`src/qr_fixed_pkg.sv`:
```
`default_nettype none

package qr_fixed_pkg;

	// ------------------------------------------------------------------------
	// Sample formats
	// ------------------------------------------------------------------------
	typedef logic        [47:0] in_word_t;  // Raw word from the input bus
	typedef logic signed [15:0] sample_t;   // One real or imaginary part

	// Two 14-bit signed fields per input word
	localparam int FIELD_RE_MSB = 47;
	localparam int FIELD_IM_MSB = 23;
	localparam int FIELD_W      = 14;

	// ------------------------------------------------------------------------
	// Gain compensation
	// ------------------------------------------------------------------------
	// Inverse of the CORDIC gain, about 0.6073
	localparam int GAIN_COMP  = 19898;      // Q15
	localparam int GAIN_SHIFT = 15;

endpackage

`default_nettype wire

```
`src/qr_ctrl_pkg.sv`:
```
`default_nettype none

package qr_ctrl_pkg;

	// ------------------------------------------------------------------------
	// Sequencer
	// ------------------------------------------------------------------------
	typedef enum logic [2:0] {
		IDLE,
		CAPTURE,    // Waiting for a full frame
		READ,       // Read strobe to the sample buffer
		RUN,        // CORDIC pair busy on one RE
		EMIT
	} seq_state_t;

	// Frame layout, h word first and y word second
	localparam int WORDS_PER_RE = 2;

	// Defaults handed down from the top level
	localparam int NUM_RE_DEF   = 10;
	localparam int ITER_NUM_DEF = 9;

endpackage

`default_nettype wire

```
`src/re_sample_buffer.sv`:
```
`default_nettype none

module re_sample_buffer #(
	parameter int NUM_RE = qr_ctrl_pkg::NUM_RE_DEF
) (
	input  logic                        i_clk,
	input  logic                        i_rst,
	input  logic                        i_trig,
	input  logic                        i_cap_en,
	input  qr_fixed_pkg::in_word_t      i_data,
	input  logic                        i_rd_en,
	input  logic [$clog2(NUM_RE)-1:0]   i_rd_re,
	output logic                        o_frame_full,
	output logic                        o_smp_vld,
	output qr_fixed_pkg::sample_t       o_h_re,
	output qr_fixed_pkg::sample_t       o_h_im,
	output qr_fixed_pkg::sample_t       o_y_re,
	output qr_fixed_pkg::sample_t       o_y_im
);
	import qr_fixed_pkg::*;
	import qr_ctrl_pkg::*;

	localparam int FRAME_WORDS = WORDS_PER_RE * NUM_RE;
	localparam int CNT_W       = $clog2(FRAME_WORDS + 1);
	localparam int RE_W        = $clog2(NUM_RE);

	typedef logic [2*FIELD_W-1:0] field_pair_t;  // Real field above imaginary

	field_pair_t      h_bank [NUM_RE];
	field_pair_t      y_bank [NUM_RE];
	field_pair_t      wr_word;
	field_pair_t      h_q;
	field_pair_t      y_q;
	logic [CNT_W-1:0] wr_cnt;
	logic [RE_W-1:0]  wr_re;
	logic             wr_en;
	logic             rd_vld_q;

	function automatic sample_t sext(input logic [FIELD_W-1:0] f);
		return {{($bits(sample_t) - FIELD_W){f[FIELD_W-1]}}, f};
	endfunction

	// ------------------------------------------------------------------------
	// Capture side
	// ------------------------------------------------------------------------
	assign wr_en   = i_cap_en && i_trig && (wr_cnt < CNT_W'(FRAME_WORDS));
	assign wr_re   = RE_W'(wr_cnt / WORDS_PER_RE);
	assign wr_word = {i_data[FIELD_RE_MSB -: FIELD_W], i_data[FIELD_IM_MSB -: FIELD_W]};

	always_ff @(posedge i_clk or posedge i_rst) begin
		if (i_rst) begin
			wr_cnt       <= '0;
			o_frame_full <= 1'b0;
		end else begin
			o_frame_full <= wr_en && (wr_cnt == CNT_W'(FRAME_WORDS - 1));
			if (!i_trig) begin
				wr_cnt <= '0;            // Trigger gap restarts the frame
			end else if (wr_en) begin
				wr_cnt <= wr_cnt + 1'b1;
			end
		end
	end

	always_ff @(posedge i_clk) begin
		if (wr_en) begin
			if (wr_cnt[0]) begin
				y_bank[wr_re] <= wr_word;  // Odd word is y
			end else begin
				h_bank[wr_re] <= wr_word;
			end
		end
	end

	// ------------------------------------------------------------------------
	// Read side, bank read then output register
	// ------------------------------------------------------------------------
	always_ff @(posedge i_clk) begin
		if (i_rd_en) begin
			h_q <= h_bank[i_rd_re];
			y_q <= y_bank[i_rd_re];
		end
		o_h_re <= sext(h_q[FIELD_W +: FIELD_W]);
		o_h_im <= sext(h_q[0 +: FIELD_W]);
		o_y_re <= sext(y_q[FIELD_W +: FIELD_W]);
		o_y_im <= sext(y_q[0 +: FIELD_W]);
	end

	always_ff @(posedge i_clk or posedge i_rst) begin
		if (i_rst) begin
			rd_vld_q  <= 1'b0;
			o_smp_vld <= 1'b0;
		end else begin
			rd_vld_q  <= i_rd_en;
			o_smp_vld <= rd_vld_q;
		end
	end

	// Capture closes right after a full frame, so no word lands past the end
	a_no_overrun: assert property (@(posedge i_clk) disable iff (i_rst)
		o_frame_full |=> !i_cap_en);

endmodule

`default_nettype wire

```
`src/qr_sequencer.sv`:
```
`default_nettype none

module qr_sequencer #(
	parameter int NUM_RE = qr_ctrl_pkg::NUM_RE_DEF
) (
	input  logic                        i_clk,
	input  logic                        i_rst,
	input  logic                        i_frame_full,
	input  logic                        i_done,
	output logic                        o_cap_en,
	output logic                        o_rd_en,
	output logic [$clog2(NUM_RE)-1:0]   o_rd_re,
	output logic                        o_last_re
);
	import qr_ctrl_pkg::*;

	localparam int RE_W = $clog2(NUM_RE);

	seq_state_t      state;
	seq_state_t      next_state;
	logic [RE_W-1:0] re_cnt;
	logic            re_is_last;

	assign re_is_last = (re_cnt == RE_W'(NUM_RE - 1));

	// ------------------------------------------------------------------------
	// FSM
	// ------------------------------------------------------------------------
	always_ff @(posedge i_clk or posedge i_rst) begin
		if (i_rst) begin
			state <= IDLE;
		end else begin
			state <= next_state;
		end
	end

	always_comb begin
		next_state = state;
		case (state)
			IDLE:    next_state = CAPTURE;
			CAPTURE: begin
				if (i_frame_full) begin
					next_state = READ;
				end
			end
			READ:    next_state = RUN;
			RUN: begin
				if (i_done) begin
					next_state = EMIT;    // Result registered this edge
				end
			end
			EMIT:    next_state = re_is_last ? IDLE : READ;
			default: next_state = IDLE;
		endcase
	end

	// RE counter, wraps after the last RE of the frame
	always_ff @(posedge i_clk or posedge i_rst) begin
		if (i_rst) begin
			re_cnt <= '0;
		end else if (state == EMIT) begin
			if (re_is_last) begin
				re_cnt <= '0;
			end else begin
				re_cnt <= re_cnt + 1'b1;
			end
		end
	end

	assign o_cap_en  = (state == IDLE) || (state == CAPTURE);
	assign o_rd_en   = (state == READ);
	assign o_rd_re   = re_cnt;
	assign o_last_re = re_is_last && !o_cap_en;

	// One RE in flight, so a CORDIC pass can only finish while we wait in RUN
	a_done_in_run: assert property (@(posedge i_clk) disable iff (i_rst)
		i_done |-> (state == RUN));

endmodule

`default_nettype wire

```
`src/cordic_vectoring.sv`:
```
`default_nettype none

module cordic_vectoring #(
	parameter int ITER_NUM = qr_ctrl_pkg::ITER_NUM_DEF
) (
	input  logic                  i_clk,
	input  logic                  i_rst,
	input  logic                  i_start,
	input  qr_fixed_pkg::sample_t i_re,
	input  qr_fixed_pkg::sample_t i_im,
	output logic                  o_flip,
	output logic                  o_dir_vld,
	output logic                  o_dir,
	output logic                  o_done,
	output qr_fixed_pkg::sample_t o_mag
);
	import qr_fixed_pkg::*;

	localparam int K_W = $clog2(ITER_NUM);

	sample_t        x;
	sample_t        y;
	logic           busy;
	logic [K_W-1:0] k;
	logic           last_iter;

	// ------------------------------------------------------------------------
	// Decisions shared with the rotation unit
	// ------------------------------------------------------------------------
	assign o_flip    = i_start && i_re[$bits(sample_t)-1];  // Left half-plane
	assign o_dir_vld = busy;
	assign o_dir     = !y[$bits(sample_t)-1];              // Imag part >= 0
	assign last_iter = busy && (k == K_W'(ITER_NUM - 1));

	always_ff @(posedge i_clk or posedge i_rst) begin
		if (i_rst) begin
			busy   <= 1'b0;
			k      <= '0;
			o_done <= 1'b0;
		end else begin
			o_done <= last_iter;
			if (i_start) begin
				busy <= 1'b1;
				k    <= '0;
			end else if (last_iter) begin
				busy <= 1'b0;
			end else if (busy) begin
				k <= k + 1'b1;
			end
		end
	end

	// ------------------------------------------------------------------------
	// Datapath, half-turn on start then one micro-rotation per cycle
	// ------------------------------------------------------------------------
	always_ff @(posedge i_clk) begin
		if (i_start) begin
			x <= o_flip ? -i_re : i_re;
			y <= o_flip ? -i_im : i_im;
		end else if (busy) begin
			if (o_dir) begin
				x <= x + (y >>> k);     // Clockwise step
				y <= y - (x >>> k);
			end else begin
				x <= x - (y >>> k);
				y <= y + (x >>> k);
			end
		end
	end

	// Magnitude still scaled by the CORDIC gain
	assign o_mag = x;

	// Sequencer waits for o_done before the next read
	a_no_restart: assert property (@(posedge i_clk) disable iff (i_rst)
		i_start |-> !busy);

endmodule

`default_nettype wire

```
`src/cordic_rotation.sv`:
```
`default_nettype none

module cordic_rotation #(
	parameter int ITER_NUM = qr_ctrl_pkg::ITER_NUM_DEF
) (
	input  logic                  i_clk,
	input  logic                  i_rst,
	input  logic                  i_start,
	input  qr_fixed_pkg::sample_t i_re,
	input  qr_fixed_pkg::sample_t i_im,
	input  logic                  i_flip,
	input  logic                  i_dir_vld,
	input  logic                  i_dir,
	output logic                  o_done,
	output qr_fixed_pkg::sample_t o_re,
	output qr_fixed_pkg::sample_t o_im
);
	import qr_fixed_pkg::*;

	localparam int K_W = $clog2(ITER_NUM);

	sample_t        x;
	sample_t        y;
	logic           busy;
	logic [K_W-1:0] k;
	logic           last_iter;

	assign last_iter = busy && (k == K_W'(ITER_NUM - 1));

	// Own iteration count, kept in step with the vectoring unit
	always_ff @(posedge i_clk or posedge i_rst) begin
		if (i_rst) begin
			busy   <= 1'b0;
			k      <= '0;
			o_done <= 1'b0;
		end else begin
			o_done <= last_iter;
			if (i_start) begin
				busy <= 1'b1;
				k    <= '0;
			end else if (last_iter) begin
				busy <= 1'b0;
			end else if (busy) begin
				k <= k + 1'b1;
			end
		end
	end

	// ------------------------------------------------------------------------
	// Follow the received decisions
	// ------------------------------------------------------------------------
	always_ff @(posedge i_clk) begin
		if (i_start) begin
			x <= i_flip ? -i_re : i_re;
			y <= i_flip ? -i_im : i_im;
		end else if (i_dir_vld) begin
			if (i_dir) begin
				x <= x + (y >>> k);
				y <= y - (x >>> k);
			end else begin
				x <= x - (y >>> k);
				y <= y + (x >>> k);
			end
		end
	end

	assign o_re = x;
	assign o_im = y;

	// Decisions must line up with our own pass
	a_dir_in_pass: assert property (@(posedge i_clk) disable iff (i_rst)
		i_dir_vld |-> busy);

endmodule

`default_nettype wire

```
`src/qr_result_assembler.sv`:
```
`default_nettype none

module qr_result_assembler (
	input  logic                                   i_clk,
	input  logic                                   i_rst,
	input  logic                                   i_done,
	input  logic                                   i_last_re,
	input  qr_fixed_pkg::sample_t                  i_mag,
	input  qr_fixed_pkg::sample_t                  i_y_re,
	input  qr_fixed_pkg::sample_t                  i_y_im,
	output logic                                   o_rd_vld,
	output logic                                   o_last_data,
	output qr_fixed_pkg::sample_t                  o_r,
	output logic [2*$bits(qr_fixed_pkg::sample_t)-1:0] o_y_hat
);
	import qr_fixed_pkg::*;

	typedef logic signed [31:0] prod_t;  // Full product before rounding

	sample_t r_fix;
	sample_t y_re_fix;
	sample_t y_im_fix;

	// Multiply by 1/K, round half up, back to sample width
	function automatic sample_t gain_fix(input sample_t v);
		prod_t p;
		p = prod_t'(v) * prod_t'(GAIN_COMP) + (prod_t'(1) <<< (GAIN_SHIFT - 1));
		return sample_t'(p >>> GAIN_SHIFT);
	endfunction

	assign r_fix    = gain_fix(i_mag);
	assign y_re_fix = gain_fix(i_y_re);
	assign y_im_fix = gain_fix(i_y_im);

	// ------------------------------------------------------------------------
	// Output registers
	// ------------------------------------------------------------------------
	always_ff @(posedge i_clk or posedge i_rst) begin
		if (i_rst) begin
			o_rd_vld    <= 1'b0;
			o_last_data <= 1'b0;
			o_r         <= '0;
			o_y_hat     <= '0;
		end else begin
			o_rd_vld    <= i_done;
			o_last_data <= i_done && i_last_re;  // Final RE of the frame
			if (i_done) begin
				o_r     <= r_fix;
				o_y_hat <= {y_im_fix, y_re_fix};  // Imaginary on top
			end
		end
	end

endmodule

`default_nettype wire

```
`src/qr_engine.sv`:
```
`default_nettype none

module qr_engine #(
	parameter int NUM_RE   = qr_ctrl_pkg::NUM_RE_DEF,
	parameter int ITER_NUM = qr_ctrl_pkg::ITER_NUM_DEF
) (
	input  logic                                   i_clk,
	input  logic                                   i_rst,
	input  logic                                   i_trig,
	input  qr_fixed_pkg::in_word_t                 i_data,
	output logic                                   o_rd_vld,
	output logic                                   o_last_data,
	output qr_fixed_pkg::sample_t                  o_r,
	output logic [2*$bits(qr_fixed_pkg::sample_t)-1:0] o_y_hat
);
	import qr_fixed_pkg::*;

	localparam int RE_W = $clog2(NUM_RE);

	logic            cap_en;
	logic            frame_full;
	logic            rd_en;
	logic [RE_W-1:0] rd_re;
	logic            last_re;
	logic            smp_vld;      // Start strobe for both CORDIC units
	sample_t         h_re;
	sample_t         h_im;
	sample_t         y_re;
	sample_t         y_im;
	logic            flip;
	logic            dir_vld;
	logic            dir;
	logic            vec_done;
	logic            rot_done;
	sample_t         mag;
	sample_t         rot_re;
	sample_t         rot_im;

	// ------------------------------------------------------------------------
	// Sample store and control
	// ------------------------------------------------------------------------
	re_sample_buffer #(.NUM_RE(NUM_RE)) u_buf (
		.i_clk        (i_clk),
		.i_rst        (i_rst),
		.i_trig       (i_trig),
		.i_cap_en     (cap_en),
		.i_data       (i_data),
		.i_rd_en      (rd_en),
		.i_rd_re      (rd_re),
		.o_frame_full (frame_full),
		.o_smp_vld    (smp_vld),
		.o_h_re       (h_re),
		.o_h_im       (h_im),
		.o_y_re       (y_re),
		.o_y_im       (y_im)
	);

	// Both CORDIC units finish on the same cycle
	qr_sequencer #(.NUM_RE(NUM_RE)) u_seq (
		.i_clk        (i_clk),
		.i_rst        (i_rst),
		.i_frame_full (frame_full),
		.i_done       (rot_done),
		.o_cap_en     (cap_en),
		.o_rd_en      (rd_en),
		.o_rd_re      (rd_re),
		.o_last_re    (last_re)
	);

	// ------------------------------------------------------------------------
	// CORDIC pair and output stage
	// ------------------------------------------------------------------------
	cordic_vectoring #(.ITER_NUM(ITER_NUM)) u_vec (
		.i_clk     (i_clk),
		.i_rst     (i_rst),
		.i_start   (smp_vld),
		.i_re      (h_re),
		.i_im      (h_im),
		.o_flip    (flip),
		.o_dir_vld (dir_vld),
		.o_dir     (dir),
		.o_done    (vec_done),
		.o_mag     (mag)
	);

	cordic_rotation #(.ITER_NUM(ITER_NUM)) u_rot (
		.i_clk     (i_clk),
		.i_rst     (i_rst),
		.i_start   (smp_vld),
		.i_re      (y_re),
		.i_im      (y_im),
		.i_flip    (flip),
		.i_dir_vld (dir_vld),
		.i_dir     (dir),
		.o_done    (rot_done),
		.o_re      (rot_re),
		.o_im      (rot_im)
	);

	qr_result_assembler u_asm (
		.i_clk       (i_clk),
		.i_rst       (i_rst),
		.i_done      (vec_done),
		.i_last_re   (last_re),
		.i_mag       (mag),
		.i_y_re      (rot_re),
		.i_y_im      (rot_im),
		.o_rd_vld    (o_rd_vld),
		.o_last_data (o_last_data),
		.o_r         (o_r),
		.o_y_hat     (o_y_hat)
	);

endmodule

`default_nettype wire

```
`config.mk`:
```
export PLATFORM = sky130hd
export DESIGN_NAME = qr_engine
export DESIGN_NICKNAME = d
export VERILOG_FILES = /design/src/qr_fixed_pkg.sv /design/src/qr_ctrl_pkg.sv /design/src/re_sample_buffer.sv /design/src/qr_sequencer.sv /design/src/cordic_vectoring.sv /design/src/cordic_rotation.sv /design/src/qr_result_assembler.sv /design/src/qr_engine.sv
export SDC_FILE = /design/constraint.sdc
export NUM_CORES = 2
export LEC_CHECK = 0
export ABC_CLOCK_PERIOD_IN_PS = 9700
export BUFFER_PORTS_ARGS = -buffer_cell sky130_fd_sc_hd__buf_4
export CELL_PAD_IN_SITES_DETAIL_PLACEMENT = 1
export CELL_PAD_IN_SITES_GLOBAL_PLACEMENT = 1
export CORE_MARGIN = 2
export CORE_UTILIZATION = 57
export DETAILED_ROUTE_END_ITERATION = 7
export GPL_ROUTABILITY_DRIVEN = 1
export HOLD_SLACK_MARGIN = 0.02
export PLACE_DENSITY = 0.82
export RECOVER_POWER = 100
export SYNTH_ARGS = -nofsm -noshare
export SYNTH_HDL_FRONTEND = slang
export SYNTH_SLANG_ARGS = --single-unit
```
`constraint.sdc`:
```
create_clock -name i_clk -period 9.7 [get_ports i_clk]
set_input_delay 1.94 -clock i_clk [delete_from_list [all_inputs] [get_ports i_clk]]
set_output_delay 1.94 -clock i_clk [all_outputs]
set_load 0.03 [all_outputs]
```
==> results.md <==
* Run status: finished with violations
* Failing checks: max-capacitance violations, max-slew violations
* Dominant synthesized flop cell: sky130_fd_sc_hd__edfxtp_1
* Cell type with the largest total area after synthesis: sky130_fd_sc_hd__edfxtp_1
* Starting density of the core at 0.5746
* CTS root buffer: sky130_fd_sc_hd__clkbuf_16
* Area overhead of the layout relative to synthesis at 7.936%
* Static leakage at 22.62 nW
* Routed Wire Length at 138800 um
* Fraction of post-synthesis cell area in the top cell type by area at 0.3877
* Time the worst path needs with I/O delays and setup at 8.093 ns
* Violation count after the first detailed-route iteration at 2538
* H-Tree Depth at 3
* Number of storage elements in the synthesis netlist at approximately 810
* TritonCTS clock tree: built
* Cts hold-fix bufs at 0
* CTS Buf Count at 85
* Final worst-path cycle share at 0.8344
* Actual transition at the worst max-transition pin at between 4 and 5 ns
* Post-DP HPWL at 94270 um
* Required time reported for the critical path endpoint at 10.26 ns
* Post-synthesis cell count at 4294
* Number of synthesized flops with an enable pin at 680
* Maxcap violations at 31
* Path type of the worst setup path: reg2reg
* Pwr/cell area at 130.0 nW/um2
* Yosys synthesis warning count at 0
* Number of vias in the routed layout at ~34000
* Synthesized cell area at ~53000 um2
* Number of antenna violations at the first check in global routing at 10
* Net count of the mapped netlist at about 5000
* Cells resized by post-CTS repair at 0
* Post-CTS setup buffer count at 0
* Clock sinks at 813
* Total number of nets in the final design at 5103
* Fraction of registers with async set/reset at 0.09471
* Die outline width at 308.0 um
* Die Footprint at 94850 um2
* Peak supply drop at 260.3 uV
* DR pass1 iterations at 5
* Peak Freq at 0.1236 GHz
* Setup TNS at 0 ns
* Die H at around 310 um
* Leading cell type by number of instances after synthesis: sky130_fd_sc_hd__edfxtp_1
* Core Footprint at a little over 90000 um2
* Endpoint kind of the worst setup timing path: flip-flop
* Max_slew headroom at -1.721
* Largest fanout on the critical path at 11
* Final Hold Slack at 0.3415 ns
* Clock-pin slew on the worst setup and hold paths at 0.06 ns
* Mapped Avg Cell Area at ~12 um2
* First-pass GRT wire length at 217400 um
* Pins Over Slew Limit at 1095
* Tightest Hold Check Type: reg2reg
* Placement row count at 111
* Fraction of layout instances using a drive strength above 1 at 0.08199
* Number of unique standard cell types used by synthesis at 100
* DRT antenna net count at 0
* Sequential fraction of the synthesis area at 0.4455
* Most numerous cell types in the synthesized netlist: 680 x sky130_fd_sc_hd__edfxtp_1, 547 x sky130_fd_sc_hd__inv_1, 437 x sky130_fd_sc_hd__ha_1, 267 x sky130_fd_sc_hd__fa_1, 258 x sky130_fd_sc_hd__a21oi_1
* Quantity of I/O buffers inserted on ports at 80
* Routed wirelength normalized by instance count at 24.77 um
* RePlAce Congestion at between 0.8 and 0.9
* Vias per Instance at 6.094
* All-Layer GR Usage at 0.2984
* Largest net degree at the start of global routing at 89
* Worst clock skew on the final layout at about 0.055 ns
* Remaining global-route overflow at 0
* Final Hold Viols at 0
* Maximum buffer depth of the clock tree at 3
* Post-route DRC at 0
* Worst-skew pair later-pin latency at ~0.67 ns
* Startpoint types: flip-flop
* Arrival @ worst endpoint at 8.65 ns
* Number of placed I/O pins at between 100 and 150
* Via count of the first global-routing pass at 37180
* Setup repair after global routing missed its margin: false
* Number of inserted filler cells in the final layout at approximately 9000
* Final setup fails at 0
* Leading post-synthesis cells by cell area: sky130_fd_sc_hd__edfxtp_1 39%, sky130_fd_sc_hd__ha_1 10%, sky130_fd_sc_hd__fa_1 10%, sky130_fd_sc_hd__mux4_2 6.3%, sky130_fd_sc_hd__inv_1 3.9%
## through the flow
| stage | area [um2] | power [W] | instances | utilization | setup WS [ns] |
|---|---|---|---|---|---|
| finish | 56850 | 0.007389 | 5605 | 0.6202 | 1.607 |
| global route | 56840 | 0.007539 | 5602 | 0.6201 | 1.024 |
| CTS | 57460 | 0.007435 | 5601 | 0.6269 | 2.221 |
| detailed placement | 54610 | 0.004088 | 5447 | 0.5958 | 2.224 |
| global placement | 54610 | 0.004068 | 5447 | 0.5958 | 2.383 |
| floorplan | 52670 | 0.003983 | 4294 | - | 3.017 |
## layout by cell type (no fill, tap or decap), drive strengths merged, types with 7 or more instances in the layout
cell type  instances
bufinv             7
o211ai            14
and2              19
nand4             22
nand2b            20
o21a              27
or4               11
dfrtp             77
nand3             50
nor2b             91
nor2             225
a211o              8
nand2            192
nor3              41
mux2              37
edfxtp           680
ha               437
o21ai            176
nor4               8
clkinv            29
a31oi             32
or3               16
inv              557
o21bai            14
o31ai             18
a211oi            70
fa               267
buf               16
o41ai              7
a21o              46
xnor2            161
dfxtp             56
a21oi            258
nand3b             8
and3              25
mux2i            103
clkbuf           202
mux4             147
xor2             144
## path summary, 6_finish.rpt
| path | slack [ns] | to | from | cells after the start |
|---|---|---|---|---|
| max | 1.61 | u_asm.o_y_hat[28]$_DFFE_PP0P_ | u_rot.o_im[6]$_DFFE_PP_ | 24 |
| min | 0.34 | u_buf.o_h_im[1]$_DFF_P_ | u_buf.h_q[1]$_DFFE_PP_ | 0 |
| max in group asynchronous | 3.60 | u_seq.o_rd_re[0]$_DFFE_PP0N_ | i_rst | 3 |
| min reg2reg | 0.34 | u_buf.o_h_im[1]$_DFF_P_ | u_buf.h_q[1]$_DFFE_PP_ | 0 |
| max reg2reg | 1.61 | u_asm.o_y_hat[28]$_DFFE_PP0P_ | u_rot.o_im[6]$_DFFE_PP_ | 24 |
| min in group asynchronous | 1.36 | u_asm.o_r[13]$_DFFE_PP0P_ | i_rst | 2 |
## flip-flops by register name, indices dropped and copies added, names as in the netlist, 16 cells and up
| signal | count |
|---|---|
| u_asm.o_r | 16 |
| u_asm.o_y_hat | 32 |
| u_buf.h_bank | 280 |
| u_buf.h_q | 28 |
| u_buf.y_bank | 280 |
| u_buf.y_q | 28 |
| u_rot.o_im | 16 |
| u_rot.o_re | 16 |
| u_vec.o_mag | 16 |
| u_vec.y | 16 |
## critical path: stages (launching register included)
cell and delay, ns:
sky130_fd_sc_hd__edfxtp_1 0.77, sky130_fd_sc_hd__ha_1 0.44, sky130_fd_sc_hd__xor2_1 0.20, sky130_fd_sc_hd__ha_1 0.20, sky130_fd_sc_hd__a21oi_1 0.21, sky130_fd_sc_hd__fa_1 0.46, sky130_fd_sc_hd__fa_1 0.54, sky130_fd_sc_hd__inv_1 0.05
sky130_fd_sc_hd__fa_1 0.47, sky130_fd_sc_hd__inv_1 0.05, sky130_fd_sc_hd__fa_1 0.48, sky130_fd_sc_hd__inv_1 0.04, sky130_fd_sc_hd__ha_1 0.28, sky130_fd_sc_hd__a2111oi_0 0.54, sky130_fd_sc_hd__o21ai_0 0.17, sky130_fd_sc_hd__o2111ai_1 0.39
sky130_fd_sc_hd__a211oi_1 0.21, sky130_fd_sc_hd__o21ai_0 0.34, sky130_fd_sc_hd__nand3_2 0.13, sky130_fd_sc_hd__nor4_1 0.56, sky130_fd_sc_hd__nand4_2 0.21, sky130_fd_sc_hd__or4_1 0.60, sky130_fd_sc_hd__mux2i_1 0.25, sky130_fd_sc_hd__nand4_1 0.12
sky130_fd_sc_hd__o211ai_1 0.26
## metal layers
| metal | vias to the layer above | part of all wire | global-route usage |
|---|---|---|---|
| met1 | 17340 | 0.41 | 0.3873 |
| met2 | 1100 | 0.50 | 0.5184 |
| met4 | 14 | 0.037 | 0.1080 |
| met3 | 309 | 0.050 | 0.03456 |
| met5 | - | 0.00067 | 0 |
| li1 | 15390 | - | - |
## final cells by class
cell class / count / area (um2) / share of cell area
Inverter: 548 / 2058 / 0.03620
Timing Repair Buffer: 112 / 485.5 / 0.008539
Tap cell: 1186 / 1484 / 0.02610
Multi-Input combinational cell: 2788 / 26480 / 0.4658
Clock buffer: 106 / 2311 / 0.04065
Antenna cell: 4 / 10.01 / 0.0001761
Clock inverter: 48 / 535.5 / 0.009419
Sequential cell: 813 / 23490 / 0.4131
## report_power, final
group          switching (W)  internal [W]  total [W]
registers          0.0000181       0.00383    0.00385
logic               0.000123     0.0000418   0.000165
clock network        0.00147       0.00190    0.00337
## cell families after synthesis
family | Yosys count | share of synthesized area
mux | 287 | 0.09034
flops | 813 | 0.4455
simple gates | 756 | 0.07141
compound gates | 735 | 0.08654
buf+inv | 693 | 0.04998
xor+xnor | 305 | 0.05072
fa+ha+maj | 705 | 0.2055
(Power assumes the default switching activity.)
